## config.mk

```make
export PLATFORM = sky130hd
export DESIGN_NAME = svd_ctrl_top
export DESIGN_NICKNAME = d
export VERILOG_FILES = /design/src/rtl/svd_pkg.sv /design/src/rtl/svd_sequencer.sv /design/src/rtl/svd_wb_master.sv /design/src/rtl/svd_ctrl_top.sv
export SDC_FILE = /design/constraint.sdc
export NUM_CORES = 1
export LEC_CHECK = 0
export BUFFER_PORTS_ARGS = -buffer_cell sky130_fd_sc_hd__buf_2
export CORE_MARGIN = 2
export CORE_UTILIZATION = 52
export DETAILED_ROUTE_END_ITERATION = 10
export PLACE_DENSITY = 0.75
export SYNTH_ARGS = -nofsm -noshare
export SYNTH_HDL_FRONTEND = slang
export SYNTH_SLANG_ARGS = --single-unit
```

## constraint.sdc

```tcl
create_clock -name clk -period 2.5 [get_ports clk]
set_clock_uncertainty 0.2 [all_clocks]
set_input_delay 0.125 -clock clk [delete_from_list [all_inputs] [get_ports clk]]
set_output_delay 0.125 -clock clk [all_outputs]
set_load 0.01 [all_outputs]
```

## src/rtl/svd_pkg.sv

```systemverilog
// Shared field widths and step address types for the SVD step controller
package svd_pkg;

	// ----------------------------------------------------------------------
	// Field widths
	// ----------------------------------------------------------------------
	localparam int ROW_W  = 3;                    // Up to 8 rows
	localparam int COL_W  = 2;                    // Up to 4 columns
	localparam int PASS_W = 3;                    // Rotation selector
	localparam int ADR_W  = 1 + ROW_W + COL_W;    // Kind bit, row, column
	localparam int DAT_W  = 8;                    // Wishbone data word

	// ----------------------------------------------------------------------
	// Index types
	// ----------------------------------------------------------------------
	typedef logic [ROW_W-1:0]  row_t;
	typedef logic [COL_W-1:0]  col_t;
	typedef logic [PASS_W-1:0] pass_t;            // Pass p or diagonal d

	// Decoded view of a step address, MSB first on the bus
	//   [5]   is_row  1 row rotation, 0 column rotation
	//   [4:2] row index
	//   [1:0] column index
	typedef struct packed {
		logic is_row;
		row_t row;
		col_t col;
	} step_fields_t;

	// One address word, seen either raw or split into fields.
	// The sequencer fills the fields, the bus carries the flat word.
	typedef union packed {
		logic [ADR_W-1:0] flat;
		step_fields_t     fields;
	} step_adr_u;

endpackage

```

## src/rtl/svd_sequencer.sv

```systemverilog
// Step sequencer that walks the SVD rotation schedule, one command per step
`timescale 1ns/1ps

module svd_sequencer #(
	parameter int ROWS   = 7,
	parameter int COLS   = 4,
	parameter int SWEEPS = 16
) (
	input  logic               clk,
	input  logic               rst_n,
	input  logic               start,
	input  logic               step_done,
	output logic               step_valid,
	output svd_pkg::step_adr_u step_adr,
	output svd_pkg::pass_t     step_pass,
	output logic               busy,
	output logic               done
);
	import svd_pkg::*;

	// ----------------------------------------------------------------------
	// Phases and schedule limits
	// ----------------------------------------------------------------------
	localparam logic [2:0] PH_IDLE = 3'd0;
	localparam logic [2:0] PH_ROW  = 3'd1;     // Triangularization, rows
	localparam logic [2:0] PH_COL  = 3'd2;     // Triangularization, columns
	localparam logic [2:0] PH_DCOL = 3'd3;     // Sweep, column at (d, d)
	localparam logic [2:0] PH_DROW = 3'd4;     // Sweep, row at (d, d)

	localparam int SW_W = (SWEEPS > 1) ? $clog2(SWEEPS) : 1;

	localparam row_t            ROW_LAST   = row_t'(ROWS - 1);
	localparam pass_t           PASS_LAST  = pass_t'(COLS - 1);
	localparam pass_t           PASS_PRE   = pass_t'(COLS - 2);   // Last diagonal too
	localparam col_t            COL_FIRST  = col_t'(COLS - 2);
	localparam logic [SW_W-1:0] SWEEP_LAST = SW_W'(SWEEPS - 1);

	logic [2:0]      phase_q;
	pass_t           pass_q;
	row_t            row_q;
	col_t            col_q;
	pass_t           diag_q;
	logic [SW_W-1:0] sweep_q;
	logic            pend_q;       // Step ready, valid follows next edge

	logic row_end;
	logic col_empty;
	logic col_end;
	logic diag_end;
	logic sweep_end;

	assign row_end   = (row_q == row_t'(pass_q));                 // Reached r == p
	assign col_empty = (pass_q >= PASS_PRE);                      // No c in (p, COLS-2]
	assign col_end   = (pass_t'(col_q) == pass_q + pass_t'(1));   // Reached c == p+1
	assign diag_end  = (diag_q == PASS_PRE);
	assign sweep_end = (sweep_q == SWEEP_LAST);

	// ----------------------------------------------------------------------
	// Current step from phase and counters
	// ----------------------------------------------------------------------
	always_comb begin
		step_adr.fields.is_row = 1'b0;
		step_adr.fields.row    = row_t'(diag_q);
		step_adr.fields.col    = col_t'(diag_q);
		step_pass              = diag_q;        // Sweeps select by d
		case (phase_q)
			PH_ROW: begin
				step_adr.fields.is_row = 1'b1;
				step_adr.fields.row    = row_q;
				step_adr.fields.col    = col_t'(pass_q);
				step_pass              = pass_q;
			end
			PH_COL: begin
				step_adr.fields.row = row_t'(pass_q);
				step_adr.fields.col = col_q;
				step_pass           = pass_q;
			end
			PH_DROW: step_adr.fields.is_row = 1'b1;
			default: ;
		endcase
	end

	// ----------------------------------------------------------------------
	// Phase FSM and counters
	// ----------------------------------------------------------------------
	always_ff @(posedge clk or negedge rst_n) begin
		if (!rst_n) begin
			phase_q    <= PH_IDLE;
			pass_q     <= '0;
			row_q      <= '0;
			col_q      <= '0;
			diag_q     <= '0;
			sweep_q    <= '0;
			pend_q     <= 1'b0;
			step_valid <= 1'b0;
			busy       <= 1'b0;
			done       <= 1'b0;
		end else begin
			done <= 1'b0;
			if (pend_q) begin
				step_valid <= 1'b1;
				pend_q     <= 1'b0;
			end
			if (step_valid)
				busy <= 1'b1;                   // Rises with the first bus cycle
			if (phase_q == PH_IDLE) begin
				if (start) begin
					phase_q <= PH_ROW;
					pass_q  <= '0;
					row_q   <= ROW_LAST;
					pend_q  <= 1'b1;
				end
			end else if (step_done) begin
				step_valid <= 1'b0;
				pend_q     <= 1'b1;
				case (phase_q)
					PH_ROW: begin
						if (!row_end) begin
							row_q <= row_q - row_t'(1);
						end else if (!col_empty) begin
							phase_q <= PH_COL;
							col_q   <= COL_FIRST;
						end else if (pass_q == PASS_LAST) begin
							phase_q <= PH_DCOL;       // Triangularization finished
							diag_q  <= '0;
							sweep_q <= '0;
						end else begin
							pass_q <= pass_q + pass_t'(1);
							row_q  <= ROW_LAST;
						end
					end
					PH_COL: begin
						if (!col_end) begin
							col_q <= col_q - col_t'(1);
						end else begin
							phase_q <= PH_ROW;
							pass_q  <= pass_q + pass_t'(1);
							row_q   <= ROW_LAST;
						end
					end
					PH_DCOL: phase_q <= PH_DROW;
					default: begin
						if (!diag_end) begin
							phase_q <= PH_DCOL;
							diag_q  <= diag_q + pass_t'(1);
						end else if (!sweep_end) begin
							phase_q <= PH_DCOL;
							diag_q  <= '0;
							sweep_q <= sweep_q + 1'b1;
						end else begin
							// Last sweep done, back to idle
							phase_q <= PH_IDLE;
							pend_q  <= 1'b0;
							busy    <= 1'b0;
							done    <= 1'b1;
						end
					end
				endcase
			end
		end
	end

	// ----------------------------------------------------------------------
	// Assertions
	// ----------------------------------------------------------------------
	a_shape: assert property (@(posedge clk) ROWS >= COLS)
		else $error("ROWS below COLS");

	a_fit: assert property (@(posedge clk)
		ROWS <= 2**ROW_W && COLS >= 2 && COLS <= 2**COL_W)
		else $error("Matrix size does not fit the address fields");

	a_hold: assert property (@(posedge clk) disable iff (!rst_n)
		step_valid && !step_done |=> $stable(step_adr.flat) && $stable(step_pass))
		else $error("Step changed before step_done");

endmodule

```

## src/rtl/svd_wb_master.sv

```systemverilog
// Wishbone classic master that writes one rotation command per bus cycle
`timescale 1ns/1ps

module svd_wb_master (
	input  logic                      clk,
	input  logic                      rst_n,
	input  logic                      step_valid,
	input  svd_pkg::step_adr_u        step_adr,
	input  svd_pkg::pass_t            step_pass,
	output logic                      step_done,
	output logic                      wb_cyc,
	output logic                      wb_stb,
	output logic                      wb_we,
	output svd_pkg::step_adr_u        wb_adr,
	output logic [svd_pkg::DAT_W-1:0] wb_dat_o,
	input  logic                      wb_ack
);
	import svd_pkg::*;

	logic launch;

	// Held-over valid after an ack must not open a second cycle
	assign launch = step_valid && !wb_cyc && !step_done;

	assign wb_we = 1'b1;                        // Commands are writes only

	// ----------------------------------------------------------------------
	// Bus cycle control
	// ----------------------------------------------------------------------
	always_ff @(posedge clk or negedge rst_n) begin
		if (!rst_n) begin
			wb_cyc    <= 1'b0;
			wb_stb    <= 1'b0;
			step_done <= 1'b0;
		end else begin
			step_done <= 1'b0;
			if (launch) begin
				wb_cyc <= 1'b1;
				wb_stb <= 1'b1;
			end else if (wb_cyc && wb_ack) begin
				wb_cyc    <= 1'b0;                  // Drop on the ack edge
				wb_stb    <= 1'b0;
				step_done <= 1'b1;
			end
		end
	end

	// Address and data, captured once per cycle
	always_ff @(posedge clk) begin
		if (launch) begin
			wb_adr   <= step_adr;
			wb_dat_o <= DAT_W'(step_pass);        // Zero-extended pass index
		end
	end

	// ----------------------------------------------------------------------
	// Assertions
	// ----------------------------------------------------------------------
	a_stb_cyc: assert property (@(posedge clk) disable iff (!rst_n)
		wb_stb |-> wb_cyc)
		else $error("stb without cyc");

	a_adr_hold: assert property (@(posedge clk) disable iff (!rst_n)
		wb_stb && !wb_ack |=> $stable(wb_adr.flat) && $stable(wb_dat_o))
		else $error("Address or data moved while waiting for ack");

endmodule

```

## src/rtl/svd_ctrl_top.sv

```systemverilog
// SVD step controller top, schedule sequencer driving a Wishbone master
`timescale 1ns/1ps

module svd_ctrl_top #(
	parameter int ROWS   = 7,
	parameter int COLS   = 4,
	parameter int SWEEPS = 16
) (
	input  logic                      clk,
	input  logic                      rst_n,
	input  logic                      start,
	output logic                      busy,
	output logic                      done,
	output logic                      wb_cyc,
	output logic                      wb_stb,
	output logic                      wb_we,
	output svd_pkg::step_adr_u        wb_adr,
	output logic [svd_pkg::DAT_W-1:0] wb_dat_o,
	input  logic                      wb_ack
);
	import svd_pkg::*;

	logic      step_valid;
	logic      step_done;
	step_adr_u step_adr;
	pass_t     step_pass;

	svd_sequencer #(
		.ROWS   (ROWS),
		.COLS   (COLS),
		.SWEEPS (SWEEPS)
	) svd_sequencer_i (
		.clk        (clk),
		.rst_n      (rst_n),
		.start      (start),
		.step_done  (step_done),
		.step_valid (step_valid),
		.step_adr   (step_adr),
		.step_pass  (step_pass),
		.busy       (busy),
		.done       (done)
	);

	svd_wb_master svd_wb_master_i (
		.clk        (clk),
		.rst_n      (rst_n),
		.step_valid (step_valid),
		.step_adr   (step_adr),
		.step_pass  (step_pass),
		.step_done  (step_done),
		.wb_cyc     (wb_cyc),
		.wb_stb     (wb_stb),
		.wb_we      (wb_we),
		.wb_adr     (wb_adr),
		.wb_dat_o   (wb_dat_o),
		.wb_ack     (wb_ack)
	);

endmodule

```

==> results.md <==
* Status: finished clean
* Area contributors post-synth: dfrtp_1 (32%), edfxtp_1 (14%), ha_1 (3.3%)
* Area grow syn2layout at 11.8%
* Slew Viols, Final at 0
* Post-Syn Instances at between 150 and 200
* Root Buffer: clkbuf_4
* Total negative slack at 0 ps
* # nets final at approximately 210
* Int Pwr at 1.61 mW
* Maximum clock insertion buffer count at 2
* Clock sink total at 33
* Family with the most delay on the worst path: simple AND/OR/NAND/NOR gates
* Crit path DAT at ~2400 ps
* GR Util All Layers at 20.0%
* Path type of the worst min-delay path: in2async
* Yosys warning count at 0
* Initial antenna violation count at 0
* WL per Instance at 15.0 um
* Layout cells sized above 1 at 23.0%
* PwrDens at approximately 1300 nW/um^2
* Fmax at about 420 MHz
* Hold Fails Final Rpt at 0
* Switching power total at around 1.2 mW
* CTS tree: yes
* Most common cell after layout, fill and taps aside: dfrtp_1
* ANT nets after route at 0
* Max_cap viols at 0
* Number of global-route vias before repair at 1387
* Peak supply drop at 0.432 mV
* Setup CP Type: reg2reg
* Sequential fraction of the synthesis area at between 40 and 50%
* Worst path buffer plus inverter count at 1
* Routability cong. at about 0.93
* DRT Pass-1 Iters at 4
* Clk pin slew, worst setup/hold paths at ~100 ps
* Final min period at around 2400 ps
* Syn_area_per_cell at ~11 sq um
* Count of final setup violators at 0
* DRC at 0
* Async SR Flop Fraction at between 70 and 80%
* Tcrit/Tclk final at just under 100%
* Detailed Place HPWL at between 2000 and 3000 um
* Area share of the leading cell type in the synthesized netlist at 31.6%
* EDFF count, synth at 9
* CP max FO at 5
* Critical-path cell list: inv_1, ha_1, or3_4, a2111oi_4, nor2_2, nor3_4, mux2_1
* Post-Place Worst Slack at roughly 43 ps
* Distinct cells, synth at 53
* WL final at roughly 3700 um
* Total I/O pin count at 23
* Max incr delay on CP at between 400 and 500 ps
* Worst Tran Pin Value at 540 ps
* Crit start category: flip-flop
* Final worst slack at around 96 ps
* Largest net degree at the start of global routing at 25
* Commonest non-fill, non-tap cells in the layout: dfrtp_1 (23), nor2_1 (16), buf_2 (16)
* Vias at between 1000 and 1500
* H-tree levels at 2
* Yosys reg bits at 33
* Gr ovfl total at 0
* Cell taking the most area after synthesis: dfrtp_1
* Antenna diode count at 0
* Fillcell total at about 260
* Die height at roughly 64 um
* Seq pwr share at between 30% and 40%
* Pleak at just under 1 nW
* Hold Slack at ~86 ps
* Die width at between 60 and 70 um
* Switching share of power at between 40% and 50%
* Rows at 21
* Detailed Route Iter0 Violations at ~150
* Comb power frac at a little over half
* Port bufs at 16
* Mapped Area at approximately 1900 sq um
* Clock group share of total power at 11.0%
* Die ar. at about 4200 sq um
* Worst skew pair latency at 340 ps
* Worst Path Required at roughly 2500 ps
* Vias per Instance at 5.75
* Core Box Area at 3420 sq um
* Unrepaired setup endpoints after global routing: false
* TritonCTS buffer count at 5
* Global-route wire length before repair at around 6400 um
* Endpoint class of the critical path: flip-flop
* Crit-path slowest cell: dfrtp_2
* Synth Flop Type: dfrtp_1
* Relative slew slack at 64.0%
* Initial core utilization at 55.6%
-- final timing paths --
check	slack [ps]	endpoint	start	cells past startpoint
setup reg to reg	100	svd_sequencer_i.phase_q[0]	svd_sequencer_i.pass_q[0]	7
min in group clk	310	svd_sequencer_i.sweep_q[1]	svd_sequencer_i.sweep_q[1]	1
hold reg to reg	310	svd_sequencer_i.sweep_q[1]	svd_sequencer_i.sweep_q[1]	1
setup / recovery	100	svd_sequencer_i.phase_q[0]	svd_sequencer_i.pass_q[0]	7
max in group asynchronous	1630	svd_sequencer_i.pass_q[0]	rst_n	2
hold / removal	90	svd_sequencer_i.phase_q[2]	rst_n	2
-- synth_stat cells (5+ instances only) --
cell,instances
o21ai_0,7
inv_1,8
nand2_1,7
a31oi_1,7
mux2_1,5
nor2_1,16
dfrtp_1,24
edfxtp_1,9
nand3_1,8
buf_4,8
ha_1,5
-- logic make-up after synthesis --
kind of cell	share of synthesized area, %
compound gates	17.3
flops	45.8
buf+inv	7.24
mux	5.20
other cells	0.395
simple gates	17.6
xor+xnor	3.16
fa+ha+maj	3.29
-- stage by stage --
| step | power (mW) | utilization [%] | area (sq um) | cells |
|---|---|---|---|---|
| 2_1_floorplan | 2.11 | - | 1920 | 183 |
| 4_1_cts | 2.80 | 61.6 | 2110 | 250 |
| 3_5_place_dp | 2.48 | 59.0 | 2020 | 239 |
| 3_3_place_gp | 2.41 | 59.0 | 2020 | 239 |
| 6_report | 2.84 | 62.2 | 2130 | 250 |
| 5_1_grt | 3.06 | 62.2 | 2130 | 250 |
-- power groups by stage --
stage          Sequential [mW]  Combinational (mW)  Clock (mW)
3_5_place_dp              1.05                1.43           0
5_1_grt                   1.08                1.64       0.341
2_1_floorplan             1.02                1.09           0
3_3_place_gp              1.03                1.38           0
4_1_cts                   1.04                1.44       0.318
6_report                  1.05                1.48       0.312
-- registers in the layout (all words and copies together), names as in the netlist --
signal                      cells
svd_sequencer_i.diag_q          3
svd_sequencer_i.row_q           3
svd_sequencer_i.sweep_q         4
svd_sequencer_i.done            1
svd_sequencer_i.step_valid      1
svd_sequencer_i.pass_q          3
svd_sequencer_i.col_q           2
svd_wb_master_i.step_done       1
svd_wb_master_i.wb_dat_o        3
svd_wb_master_i.wb_adr          6
svd_wb_master_i.wb_cyc          1
svd_sequencer_i.phase_q         3
svd_sequencer_i.pend_q          1
svd_sequencer_i.busy            1
-- cell type report --
cell class / count / area (sq um) / share of cell area [%]
tap: 46 / 57.6 / 2.71
inverter: 9 / 33.8 / 1.59
clock buffer: 8 / 58.8 / 2.77
timing repair buffer: 28 / 178 / 8.36
multi-input combinational: 126 / 926 / 43.6
sequential: 33 / 872 / 41.0
-- timing repair --
action | CTS | global route
hold buffers | 3 | 0
hold endpoints to repair | 27 | 0
resized for setup | 0 | 4
setup buffers | 0 | 0
setup endpoints to repair | 0 | 8
-- layer usage --
layer	global-route usage (%)	part of all wire (%)
met4	9.57	3.1
met5	0	0
met3	5.90	6.7
met1	23.9	42
met2	33.2	48
Note: power is estimated with default switching activity, not from simulation.
